--- config.mk ---
export PLATFORM = sky130hd
export DESIGN_NAME = gather_engine
export DESIGN_NICKNAME = d
export VERILOG_FILES = /design/src/buffer_pkg.sv /design/src/gather_engine.sv
export VERILOG_INCLUDE_DIRS = /design/src
export SDC_FILE = /design/constraint.sdc
export NUM_CORES = 1
export LEC_CHECK = 0
export ABC_AREA = 1
export ABC_CLOCK_PERIOD_IN_PS = 1630
export BUFFER_PORTS_ARGS = -buffer_cell sky130_fd_sc_hd__buf_2
export CAP_MARGIN = 20
export CORE_MARGIN = 5
export CORE_UTILIZATION = 40
export CTS_CLUSTER_DIAMETER = 150
export DETAILED_ROUTE_END_ITERATION = 8
export GPL_TIMING_DRIVEN = 0
export PLACE_DENSITY = 0.74
export RECOVER_POWER = 50
export SETUP_SLACK_MARGIN = 0.5
export SLEW_MARGIN = 20
export SYNTH_ARGS = -nofsm -noshare
export SYNTH_HDL_FRONTEND = slang
export SYNTH_SLANG_ARGS = --single-unit
--- constraint.sdc ---
create_clock -name clk -period 1.63 [get_ports clk]
set_clock_uncertainty 0.2 [all_clocks]
set_input_delay 0 -clock clk [delete_from_list [all_inputs] [get_ports clk]]
set_output_delay 0 -clock clk [all_outputs]
set_load 0.02 [all_outputs]
--- src/buffer_settings.svh ---
`ifndef BUFFER_SETTINGS_SVH
`define BUFFER_SETTINGS_SVH

// ~~~~~~~~~~~~~~~~~~~~~~~~~~~~~~~~~~~~~~~~~~~~~~~~~~~~~~~~~~~~~~~~~~~~~~
// gather buffer sizing
// ~~~~~~~~~~~~~~~~~~~~~~~~~~~~~~~~~~~~~~~~~~~~~~~~~~~~~~~~~~~~~~~~~~~~~~

`define BUF_FEAT_WORDS 64   // feature bank depth
`define BUF_IDX_WORDS  64   // index bank depth

// both banks share one address width
`define BUF_ADDR_BITS  6

// one feature word is this many 8-bit lanes
`define BUF_FEAT_BYTES 16

`endif

--- src/buffer_pkg.sv ---
`include "buffer_settings.svh"

package buffer_pkg;

    // ~~~~~~~~~~~~~~~~~~~~~~~~~~~~~~~~~~~~~~~~~~~~~~~~~~~~~~~~~~~~~~~~~~~~~~
    // bank words
    // ~~~~~~~~~~~~~~~~~~~~~~~~~~~~~~~~~~~~~~~~~~~~~~~~~~~~~~~~~~~~~~~~~~~~~~

    typedef logic [`BUF_ADDR_BITS-1:0] buf_addr_t;

    typedef logic [`BUF_FEAT_BYTES-1:0][7:0] feat_word_t;  // 128 bits

    // one entry of the gather list
    typedef struct packed {
        logic      last;       // final entry of the list
        buf_addr_t feat_addr;
    } gather_entry_t;

    // ~~~~~~~~~~~~~~~~~~~~~~~~~~~~~~~~~~~~~~~~~~~~~~~~~~~~~~~~~~~~~~~~~~~~~~
    // host side
    // ~~~~~~~~~~~~~~~~~~~~~~~~~~~~~~~~~~~~~~~~~~~~~~~~~~~~~~~~~~~~~~~~~~~~~~

    typedef struct packed {
        logic       en;
        buf_addr_t  addr;
        feat_word_t data;
    } feat_wr_t;

    typedef struct packed {
        logic          en;
        buf_addr_t     addr;
        gather_entry_t entry;
    } idx_wr_t;

    typedef struct packed {
        logic       valid;
        logic       last;      // only meaningful with valid
        feat_word_t data;
    } gather_out_t;

endpackage

--- src/gather_engine.sv ---
// walks the index list and turns each entry into a feature read
//
// stage one  reads index[base + i]
// stage two  reads feature[entry.feat_addr] one beat later
// both stages hold while a host write owns the banks

module gather_engine (
    input  logic                      clk,
    input  logic                      rst,
    input  logic                      start,
    input  logic                      stall,
    input  buffer_pkg::buf_addr_t     base,
    input  buffer_pkg::gather_entry_t entry,
    output logic                      idx_rd_en,
    output buffer_pkg::buf_addr_t     idx_addr,
    output logic                      feat_rd_en,
    output buffer_pkg::buf_addr_t     feat_addr,
    output logic                      last_issue,
    output logic                      busy
);

    import buffer_pkg::*;

    buf_addr_t ptr_q;          // next index address
    logic      busy_q;
    logic      armed_q;        // entry on the index port is unconsumed
    logic      stopping_q;     // last feature read has gone out

    logic      run;
    logic      feat_go;
    logic      last_go;
    logic      idx_go;

    // ~~~~~~~~~~~~~~~~~~~~~~~~~~~~~~~~~~~~~~~~~~~~~~~~~~~~~~~~~~~~~~~~~~~~~~
    // issue decode
    // ~~~~~~~~~~~~~~~~~~~~~~~~~~~~~~~~~~~~~~~~~~~~~~~~~~~~~~~~~~~~~~~~~~~~~~

    assign run     = busy_q & ~stopping_q & ~stall;
    assign feat_go = run & armed_q;             // stage two
    assign last_go = feat_go & entry.last;

    // stage one keeps going until the last entry is consumed
    assign idx_go  = run & ~last_go;

    assign idx_rd_en  = idx_go;
    assign idx_addr   = ptr_q;
    assign feat_rd_en = feat_go;
    assign feat_addr  = entry.feat_addr;
    assign last_issue = last_go;
    assign busy       = busy_q;

    // ~~~~~~~~~~~~~~~~~~~~~~~~~~~~~~~~~~~~~~~~~~~~~~~~~~~~~~~~~~~~~~~~~~~~~~
    // run control
    // ~~~~~~~~~~~~~~~~~~~~~~~~~~~~~~~~~~~~~~~~~~~~~~~~~~~~~~~~~~~~~~~~~~~~~~

    always_ff @(posedge clk) begin
        if (rst) begin
            busy_q     <= 1'b0;
            stopping_q <= 1'b0;
        end else if (!busy_q) begin
            busy_q <= start;                    // start only counts when idle
        end else if (stopping_q) begin
            // one drain beat for the final feature word
            busy_q     <= 1'b0;
            stopping_q <= 1'b0;
        end else if (!stall) begin
            stopping_q <= last_go;
        end
    end

    // entry tracking between the two stages
    always_ff @(posedge clk) begin
        if (rst) begin
            armed_q <= 1'b0;
        end else if (!busy_q) begin
            armed_q <= 1'b0;
        end else if (!stall && !stopping_q) begin
            armed_q <= idx_go;   // a fresh index read lands next beat
        end
    end

    // list pointer, wraps at the bank end
    always_ff @(posedge clk) begin
        if (rst) begin
            ptr_q <= '0;
        end else if (!busy_q) begin
            if (start) begin
                ptr_q <= base;
            end
        end else if (idx_go) begin
            ptr_q <= ptr_q + buf_addr_t'(1);
        end
    end

endmodule

# After elaboration in Yosys (flattened, before gate mapping)
# Cells that the tools add are included.
# classes
add_sub_neg	1
mul	0
div_mod_pow	0
order_cmp	0
eq_ne	1
shifts	0
n_mux	7
n_bitwise	9
reduce_logical	6
# ops
op	count
2-to-1 mux 6 bit	3
adder 6 x 1 -> 6 bit (second input constant)	1
bitwise AND 1 bit	5
2-to-1 mux 1 bit	4
NOT 1 bit	4
logical NOT 1 bit	2
!= test 2 bit (second input constant)	1
AND reduction 2 bit	1
nonzero test 2 bit	1
OR reduction 2 bit	1
logical AND 1 bit	1
# word_totals
ff_bits	9
latch_bits	0
ramBits	0
romBits	0
in_bits	17
wordCells	28
mem_count	0

# Depth between registers and ports, before layout
# Gate-level depths: netlist of the first run.
# depth
word_depth	9
depth_mapped	8
ltp_nobuf	8

# Least setup slack after synthesis of the first run
# Ideal clock, no wire load.
# synth_path
kind	register -> register
start	reg busy_q (netlist: busy)
end	reg armed_q
setup_time_ps	65
arrival_ps	1229
t_required_ps	1365
setup_slack_ps	136
stages_incl_launch_ff	6
cell_sequence	dfxtp_1 > buf_6 > nand2_2 > a21oi_1 > o21ai_1 > nor2_1
# synth_via
elab_chain_cells	6
# synth_rtl
element	line_no	source
start, declared	gather_engine.sv:25	logic busy_q;
start signal, assigned	gather_engine.sv:61	busy_q <= start;
bitwise AND 1 bit * (2 in series)	gather_engine.sv:38	assign run = busy_q & ~stopping_q & ~stall;
bitwise AND 1 bit	gather_engine.sv:39	assign feat_go = run & armed_q;
bitwise AND 1 bit	gather_engine.sv:40	assign last_go = feat_go & entry.last;
NOT 1 bit	gather_engine.sv:43	assign idx_go = run & ~last_go;
bitwise AND 1 bit *	gather_engine.sv:43	
via idx_rd_en	gather_engine.sv:14	output logic idx_rd_en,
end signal, assigned	gather_engine.sv:78	armed_q <= idx_go;
end, declared	gather_engine.sv:26	logic armed_q;
# Mark *: on every way through the listed nets, which the timed path passes. The rest lies on a longest branch.
# A chain may end at the register's enable or synchronous reset.

# Worst setup path in the final report of the first run
# layout_path
start	reg stopping_q
end	out last_issue
# layout_via
elab_chain_cells	5
# layout_rtl
element	line_no	source
start, declared	gather_engine.sv:27	logic stopping_q;
start signal, assigned	gather_engine.sv:67	stopping_q <= last_go;
NOT 1 bit	gather_engine.sv:38	
bitwise AND 1 bit (2 in series)	gather_engine.sv:38	
bitwise AND 1 bit	gather_engine.sv:39	
bitwise AND 1 bit	gather_engine.sv:40	
end, declared	gather_engine.sv:18	output logic last_issue,
# Every way passes these cells.

==> summary.md, run 1 <==
| Metric | Value |
|---|---|
| Yosys synthesis warning count | 0 |
| Share of cells above drive strength 1 | 0.4167 |
| FILL cells | 108 |
| Largest net degree at the start of global routing | 10 |
| Final WL | 1694 µm |
| Post-synth top cells | nand2_1 (16), nor2_1 (12), dfxtp_1 (9), inv_1 (9) |
| Detailed Route Iter0 Violations | 11 |
| Clk Latency, worst-skew pair | 0.28 ns |
| Antenna violations before repair | 0 |
| Largest area contributor in the netlist | dfxtp_1 |
| Async SR Flop Fraction | 0 |
| CTS max path bufs | 2 |
| Top cell by count, worst path | nor2_4 |
| P&R area growth vs syn | 63.54% |
| Status | finished, violations left |
| Wirelength per Cell | 11.52 µm |
| Final setup viols | 0 |
| Peak VDD IR | 0.0004236 V |
| Final Cycle Share | 0.8218 |
| Startpoint Class | flop |
| Post-synth EDFFs | 0 |
| Area of the multi-input gates | ~350 µm² |
| Slowest cell on crit path | dfxtp_2 |
| R2R cell count | 7 |
| Synthesized flop and latch total | 9 |
| Crit path DAT | 1.14 ns |
| Violated checks | hold timing |
| First-pass GRT wire length | 2856 µm |
| Die width | 48.30 µm |
| Gate Count Post-Synth | slightly below 90 |
| Via Count | 694 |
| Grt ovf | 0 |
| Max Freq | 746.6 MHz |
| Clock Tree Root | clkbuf_4 |
| GRT Total Usage | 0.1520 |
| Hold Path Class | in2reg |
| Core footprint | 0.001350 mm² |
| Final hold violations | 2 |
| Setup crit end | last_issue |
| Pleak | 0.4409 nW |
| Vias in the first global route | 638 |
| Synth top area share | 0.3070 |
| DIE HEIGHT | 48.30 µm |
| Netlist cell types | 21 |
| Crit. End Element | primary output |
| Tmin final | 1.339 ns |
| Critical path origin | stopping_q |
| Data required, critical path | 1.43 ns |
| Reg2reg end | idx_addr[4] |
| Total CTS buffers | 3 |
| Die Area | 0.002333 mm² |
| Hold_buf cts | 8 |
| Top-count cell post-synth | nand2_1 |
| GPL Wtd Cong | 0.8018 |
| WS Path Type | reg2out |
| RR Startpoint | busy |
| Max-cap check violation count | 0 |
| CP max FO | 3 |
| R2R setup slack | 0.31 ns |
| Reg clk slew, reported paths | 0.07 ns |
| PortBufs | 26 |
| Max stage delay on crit path | 0.34 ns |
| Pre-Repair DR Iteration Count | 4 |
| Post-synth top flop | dfxtp_1 |
| RSZ-0062 raised after global routing | yes |
| # DRC | 0 |
| FP Rows | 13 |
| Post-DP HPWL | 1119 µm |
| Worst hold slack | -0.1759 ns |
| Rel. slew slack | 0.8253 |
| Clock sinks | 9 |
| Register area | 193.9 µm² |
| Final core occ | 0.7108 |
| Worst slew pin tran | about 0.26 ns |
| Syn Nets | between 100 and 150 |
| Setup_tns | 0 ns |
| Diodes inserted | 0 |
| Synth top area cells | dfxtp_1 (31%), nand2_1 (10%), buf_4 (7.7%) |
| Pwr/cell area | between 700 and 800 mW/mm² |
| Layout net count | between 150 and 200 |
| Final ANT Viol Nets | 0 |
| Mapped cell area | 586.8 µm² |
| Top-level I/O count | 33 |
| Initial Util | 0.4347 |
| H-Tree Depth | 1 |
| CTS tree | built |
| Cell Chain, Critical Path | nor2_4 > nand2_4 > nor2_4 > nand2_2 > inv_2 > buf_6 |
| Mean Syn Cell Area | 6.668 µm² |
| Final Max Tran Viols | 0 |
| Vias per cell | 4.721 |
| Part of the Yosys area used for sequential elements | 0.3070 |
[stage by stage]
stage / instances / instance area [µm²] / total power [W] / worst slack [ns] / hold WS, ns
2_1_floorplan: 88 / 623.1 / 0.0004003 / 0.3688 / -0.1406
3_3_place_gp: 129 / 772.0 / 0.0004552 / 0.3047 / 0.01991
3_5_place_dp: 129 / 772.0 / 0.0004596 / 0.2866 / 0.01965
4_1_cts: 147 / 968.4 / 0.0006801 / 0.3089 / -0.1781
5_1_grt: 147 / 959.7 / 0.0007300 / 0.2318 / -0.1490
6_report: 147 / 959.7 / 0.0006856 / 0.2905 / -0.1759
[worst min path at each step]
stage	from	endpoint	cells after the start
2_1_floorplan	rst	busy	1
3_3_place_gp	entry[1]	feat_addr[1]	2
3_5_place_dp	entry[0]	feat_addr[0]	2
4_1_cts	entry[6]	stopping_q	3
5_1_grt	entry[6]	stopping_q	3
6_report	entry[6]	stopping_q	3
[cell type report]
cell class,instances,area share
inverters,12,0.05215
well taps,15,0.01956
flip-flops and latches,9,0.2021
plain buffers,7,0.06258
multi-input cells,60,0.3690
clock buffers,4,0.02738
repair buffers,40,0.2673
[critical path: cells and delay by family (launching register included)]
kind	cells	cell delay, ns
simple gates	4	0.37
flops	1	0.34
buf+inv	2	0.15
[placed cells by master, fill, tap and decap left out, types with 3 or more instances in the layout]
master and count:
clkbuf_1 13, clkbuf_4 3, buf_6 3, o21ai_0 3, dfxtp_4 3, nor2_1 10
nand2_1 15, nand3_1 5, buf_4 11, nand2_2 3, buf_2 12, dlygate4sd3_1 8
inv_1 8, a21oi_2 4, dfxtp_1 4, o21ai_1 5
[layer usage]
layer | routed length (µm) | global-route usage
met3 | 142 | 0.04281
met2 | 778 | 0.2370
met4 | 36 | 0.1014
met1 | 737 | 0.1777
met5 | 0 | 0
[sequential cells by signal, indices dropped and copies added (netlist names)]
register    count
idx_addr        6
armed_q         1
busy            1
stopping_q      1
[kinds of logic after synthesis]
logic type	after synthesis	synth area share
AO/OA/AOI/OAI	18	0.1812
adder cells (fa/ha/maj)	1	0.02132
buffers and inverters	19	0.1770
flip-flops	9	0.3070
AND/OR/NAND/NOR	41	0.3135
[power breakdown]
group	switching [W]	internal (W)	total, W
Sequential	0.0000246	0.000240	0.000264
Combinational	0.000129	0.000101	0.000230
Clock	0.0000957	0.0000951	0.000191
Total	0.000249	0.000436	0.000686
[timing repair]
action / in CTS / in global routing
resized for setup: 12 / 2
pin swaps: 5 / 2
setup endpoints to repair: 12 / 12
gates cloned: 0 / 0
hold endpoints to repair: 9 / 2
setup buffers: 6 / 0
No activity file was read; power rests on OpenSTA's default activity.
==> inputs of run 2 (changes only) <==
ABC_CLOCK_PERIOD_IN_PS = 1150   (was 1630)
CORE_UTILIZATION = 38   (was 40)
PLACE_DENSITY = 0.73   (was 0.74)
clock period = 1.15 ns   (was 1.63 ns; I/O delays follow)
==> run 2 against run 1 <==
Net effect:
- worst hold slack got worse by 0.076 ns
- register-to-register slack got worse by 0.47 ns
- cell count decreased by 3.4%
- core utilization decreased by 6.9 points
- non-clock buffer count decreased by 6
- largest power group unchanged
- first-iteration DRC count increased by 45%
- flip-flop and latch count unchanged
- clock power increased by 36%
- the run ends with hold timing, setup timing left
- largest cell class unchanged
- sequential share of layout area increased by 1.1 points
- count of clock-buffer cells in the layout unchanged
==> summary.md, run 2 (synthesized netlist as in run 1, its figures left out) <==
| Metric | Value |
|---|---|
| Status | finished, violations left |
| Violated checks | hold timing, setup timing |
| Top cell by count, worst path | nor2_4 |
| Startpoint Class | flop |
| Final Cycle Share | 1.148 |
| RSZ-0062 raised after global routing | yes |
| Met3 usage | 0.03364 |
| Share of cells above drive strength 1 | 0.5159 |
| Final core occ | 0.6420 |
| Met2 usage | 0.2082 |
| Wirelength per Cell | ~12 µm |
| Final setup viols | 11 |
| Final WL | roughly 1600 µm |
| Rel. slew slack | 0.8328 |
| RR Startpoint | busy |
| Clock Tree Root | clkbuf_4 |
| Die Area | 0.002430 mm² |
| GPL Wtd Cong | 0.8161 |
| Clock sinks | 9 |
| Final setup margin | -0.1705 ns |
| Clk Latency, worst-skew pair | ~0.27 ns |
| Hold Crit Start | rst |
| CTS max path bufs | 2 |
| Via Count | ~690 |
| Die width | ~49 µm |
| Total power | 0.0009842 W |
| Grt ovf | 0 |
| Data required, critical path | 0.95 ns |
| CP max FO | 3 |
| CTS tree | built |
| GR Util met1 | 0.1857 |
| Worst hold slack | -0.2517 ns |
| Inst Count DP | 130 |
| Vias per cell | 4.824 |
| FP Rows | 14 |
| First-pass GRT wire length | approximately 2700 µm |
| PortBufs | 26 |
| Total CTS buffers | 3 |
| Worst slew pin tran | 0.2519 ns |
| R2R cell count | 8 |
| Initial Util | 0.3941 |
| Diodes inserted | 0 |
| DIE HEIGHT | 49.30 µm |
| P&R area growth vs syn | 62.90% |
| Final Max Tran Viols | 0 |
| Pint | 0.0006371 W |
| Worst path buffer plus inverter count | 2 |
| # DRC | 0 |
| Crit path DAT | 1.12 ns |
| Vias in the first global route | 635 |
| Max reg flops | 6 |
| Final ANT Viol Nets | 0 |
| Hold Path Class | in2reg |
| FILL cells | 137 |
| Largest net degree at the start of global routing | 10 |
| Hold endpoint | idx_addr[5] |
| H-Tree Depth | 1 |
| Antenna violations before repair | 0 |
| Top Usage Layer GRT | met2 |
| Max stage delay on crit path | 0.34 ns |
| Pleak | roughly 0.45 nW |
| Peak VDD IR | 0.0006394 V |
| Top-level I/O count | 33 |
| Sequential fraction of design power | 0.385 |
| Reg2reg end | idx_addr[5] |
| Setup_tns | -1.504 ns |
| Core footprint | approximately 0.0015 mm² |
| Final hold violations | 9 |
| Max Freq | 757.3 MHz |
| WS Path Type | reg2out |
| Slowest cell on crit path | dfxtp_2 |
| CP top delay family | simple AND/OR/NAND/NOR gates |
| R2R setup slack | -0.16 ns |
| Max-cap check violation count | 0 |
| Gate power share | 0.352 |
| Tmin final | between 1 and 1.5 ns |
| Most frequent cells in the layout | buf_4 (16), nand2_1 (13), nor2_1 (11), buf_2 (10) |
| Reg clk slew, reported paths | 0.06 ns |
| Most common cell after layout, fill and taps aside | buf_4 |
| Detailed Route Iter0 Violations | 16 |
| Post-DP HPWL | 1139 µm |
| Pwr/cell area | 1030 mW/mm² |
| Cell Chain, Critical Path | nor2_4 > nand2_4 > nor2_4 > nand2_2 > inv_2 > buf_6 |
| GRT Total Usage | 0.1398 |
| Net switching power | 0.0003471 W |
| Pre-Repair DR Iteration Count | 4 |
| Clk pwr share | 0.264 |
| Net Sw Frac | 0.3527 |
| Non-Filler Instances | about 140 |
| Hold Crit Depth | 2 |
| Layout net count | 145 |
| Crit. End Element | primary output |
[run 2: cell types whose count changed in the layout (fill, tap and decap cells not counted), moves of 3 or more]
cell / delta
buf_4: +5
dlygate4sd3_1: -8
dfxtp_4: +3
clkbuf_1: -6
buf_6: +5
[run 2: how the worst max path moves through the flow]
stage          depth (start not counted)     endpoint        from
2_1_floorplan                          8  idx_addr[4]        busy
3_3_place_gp                           7  idx_addr[4]        busy
3_5_place_dp                           7  idx_addr[3]        busy
4_1_cts                                6   last_issue        busy
5_1_grt                                8  idx_addr[1]        busy
6_report                               6   last_issue  stopping_q
[run 2: stage by stage]
step	area [µm²]	worst slack, ns	hold WS [ns]
3_5_place_dp	777.0	-0.1944	0.01945
5_1_grt	955.9	-0.2370	-0.2363
6_report	955.9	-0.1705	-0.2517
3_3_place_gp	777.0	-0.1705	0.01979
4_1_cts	952.2	-0.1518	-0.2506
2_1_floorplan	626.9	-0.1112	-0.1406
[run 2: power groups by stage]
stage          logic [W]  clock network, W  registers, W
2_1_floorplan   0.000164                 0      0.000405
3_3_place_gp    0.000270                 0      0.000376
3_5_place_dp    0.000276                 0      0.000377
4_1_cts         0.000341          0.000262      0.000380
5_1_grt         0.000377          0.000276      0.000385
6_report        0.000346          0.000259      0.000379
[run 2: worst reg2reg max path: cells and delay by family (launching register included)]
| family | cells | cell delay [ns] |
|---|---|---|
| DFF | 1 | 0.35 |
| and+or+nand+nor | 3 | 0.27 |
| buffers and inverters | 3 | 0.27 |
| AOI/OAI and AO/OA | 2 | 0.17 |
[run 2: timing repair]
item / in CTS / in global routing
resized for setup: 29 / 6
gates cloned: 0 / 0
endpoints found under the setup margin: 19 / 19
hold endpoints to repair: 9 / 9
setup buffers: 8 / 0
pin swaps: 4 / 4
[run 2: layout make-up]
| cell class | instances | area, µm² | share of cell area |
|---|---|---|---|
| multi-input combinational | 60 | 352.8 | 0.3691 |
| timing repair buffer | 34 | 237.7 | 0.2487 |
| sequential | 9 | 203.9 | 0.2134 |
| buffer | 7 | 60.06 | 0.06283 |
| inverter | 12 | 55.05 | 0.05759 |
| clock buffer | 4 | 26.28 | 0.02749 |
| tap | 16 | 20.02 | 0.02094 |
[run 2: layer usage]
layer | wire length, µm | vias up
met2 | 823 | 20
met1 | 700 | 313
met5 | 0 | -
met4 | 26 | 0
met3 | 92 | 2
li1 | - | 350
==> inputs of run 3 (changes only) <==
==> constraint.sdc (replaced) <==
create_clock -name clk -period 1.15 [get_ports clk]
set_clock_uncertainty 0.2 [all_clocks]
set_input_delay 0.1725 -clock clk [delete_from_list [all_inputs] [get_ports clk]]
set_output_delay 0.1725 -clock clk [all_outputs]
set_load 0.02 [all_outputs]
==> run 3 against run 2 <==
Net effect:
- the run still ends with hold timing, setup timing left
- core utilization increased by 13 points
- non-clock buffer count increased by 5
- clock power about the same
- cell count increased by 3.5%
- setup slack got worse by 0.17 ns
- sequential share of layout area decreased by 3.4 points
- routed wire length increased by 17%
- via count increased by 8.2%
- highest routed layer unchanged
==> summary.md, run 3 (synthesized netlist as in run 1, its figures left out) <==
| Metric | Value |
|---|---|
| Pleak | 0.5222 nW |
| Initial Util | 0.3941 |
| Most common cell after layout, fill and taps aside | nand2_1 |
| Worst hold slack | -0.07515 ns |
| Clock Tree Root | clkbuf_4 |
| Vias per cell | 5.041 |
| Clock sinks | 9 |
| Max-cap check violation count | 0 |
| Worst slew pin tran | between 0.2 and 0.25 ns |
| Crit. End Element | primary output |
| Violated checks | hold timing, setup timing |
| Final Max Tran Viols | 0 |
| Clk Latency, worst-skew pair | 0.27 ns |
| Max Freq | 672.3 MHz |
| Tmin final | between 1 and 1.5 ns |
| CP top delay family | simple AND/OR/NAND/NOR gates |
| Startpoint Class | flop |
| Top cell by count, worst path | nor2_4 |
| Vias in the first global route | between 600 and 700 |
| P&R area growth vs syn | 96.80% |
| Rel. slew slack | 0.8383 |
| Via Count | 741 |
| Final Cycle Share | 1.293 |
| Final setup margin | -0.3374 ns |
| Detailed Route Iter0 Violations | 22 |
| Core footprint | 0.001489 mm² |
| CTS tree | built |
| Diodes inserted | 0 |
| R2R cell count | 8 |
| FP Rows | 14 |
| Final core occ | 0.7756 |
| Worst path buffer plus inverter count | 2 |
| Top-level I/O count | 33 |
| Share of cells above drive strength 1 | 0.6412 |
| Total CTS buffers | 3 |
| CP max FO | 3 |
| Reg clk slew, reported paths | 0.06 ns |
| Cell Chain, Critical Path | nor2_4 > nand2_4 > nor2_4 > nand2_2 > inv_2 > buf_6 |
| Wirelength per Cell | 13.10 µm |
| CTS max path bufs | 2 |
| Final ANT Viol Nets | 0 |
| Slowest cell on crit path | dfxtp_2 |
| Final hold violations | 4 |
| Total power | 0.001092 W |
| PortBufs | 26 |
| Grt ovf | 0 |
| DIE HEIGHT | 49.30 µm |
| Post-DP HPWL | 1169 µm |
| H-Tree Depth | 1 |
| Hold Crit Depth | 2 |
| # DRC | 0 |
| Die Area | 0.002430 mm² |
| Critical path depth | 6 |
| Crit path DAT | about 1.1 ns |
| Max stage delay on crit path | 0.34 ns |
| Die width | ~49 µm |
| Largest net degree at the start of global routing | 9 |
| RSZ-0062 raised after global routing | yes |
| FILL cells | 109 |
| Pwr/cell area | 945.6 mW/mm² |
| Most frequent cells in the layout | nand2_1 (12), buf_8 (11), buf_6 (11), buf_4 (11), buf_2 (10) |
| GRT Total Usage | 0.1517 |
| Peak VDD IR | 0.0006939 V |
| Status | finished, violations left |
| Final WL | ~1900 µm |
| Pre-Repair DR Iteration Count | 4 |
| Max reg flops | 6 |
| Hold Path Class | in2reg |
| Final setup viols | 13 |
| First-pass GRT wire length | 2829 µm |
| Layout net count | 150 |
| GPL Wtd Cong | 0.8315 |
| Antenna violations before repair | 0 |
| Data required, critical path | 0.78 ns |
| WS Path Type | reg2out |
[run 3: area by class of cell]
cell class                 instances  area, µm²  share of cell area
multi-input combinational         60      410.4              0.3554
timing repair buffer              39      327.8              0.2839
sequential                         9      207.7              0.1798
buffer                             7      105.1             0.09101
inverter                          12      57.56             0.04984
clock buffer                       4      26.28             0.02275
tap                               16      20.02             0.01733
[run 3: through the flow]
| step | instances | setup TNS (ns) | setup slack, ns | instance area (µm²) | hold slack, ns |
|---|---|---|---|---|---|
| CTS | 145 | -2.302 | -0.3146 | 1099 | -0.08476 |
| finish | 147 | -2.545 | -0.3374 | 1155 | -0.07515 |
| detailed placement | 130 | -1.606 | -0.2064 | 839.6 | 0.1942 |
| floorplan | 88 | -0.9697 | -0.1489 | 689.4 | 0.02577 |
| global route | 147 | -3.297 | -0.4055 | 1155 | -0.08017 |
| global placement | 130 | -1.402 | -0.2009 | 839.6 | 0.1874 |
[run 3: path summary, 6_finish.rpt]
check / from / end / slack, ns
max: stopping_q / last_issue / -0.34
min: rst / busy / -0.08
max reg2reg: busy / idx_addr[0] / -0.26
min reg2reg: idx_addr[2] / idx_addr[2] / 0.33
[run 3: where the power goes]
group | switching [W] | internal (W)
Clock | 0.000126 | 0.000134
Sequential | 0.0000412 | 0.000341
Combinational | 0.000221 | 0.000228
Total | 0.000389 | 0.000703
[run 3: what timing repair did]
item / 4_1_cts / 5_1_grt
pin swaps: 8 / 3
endpoints found under the hold margin: 4 / 4
buffers inserted: 11 / 2
endpoints found under the setup margin: 25 / 25
gates resized for setup: 46 / 23
[run 3: routing by layer]
| metal | global-route usage | routed length [µm] |
|---|---|---|
| met1 | 0.1654 | 682 |
| met2 | 0.2382 | 1002 |
| met3 | 0.05810 | 176 |
| met4 | 0.1031 | 64 |
| met5 | 0 | 0 |
[run 3: worst reg2reg max path: stages (launching register included)]
cell     delay (ns)
dfxtp_4        0.36
buf_8          0.12
buf_6          0.12
inv_6          0.07
buf_4          0.14
nand2_1        0.06
o21ai_1        0.14
nor2_4         0.06
nor2_1         0.09
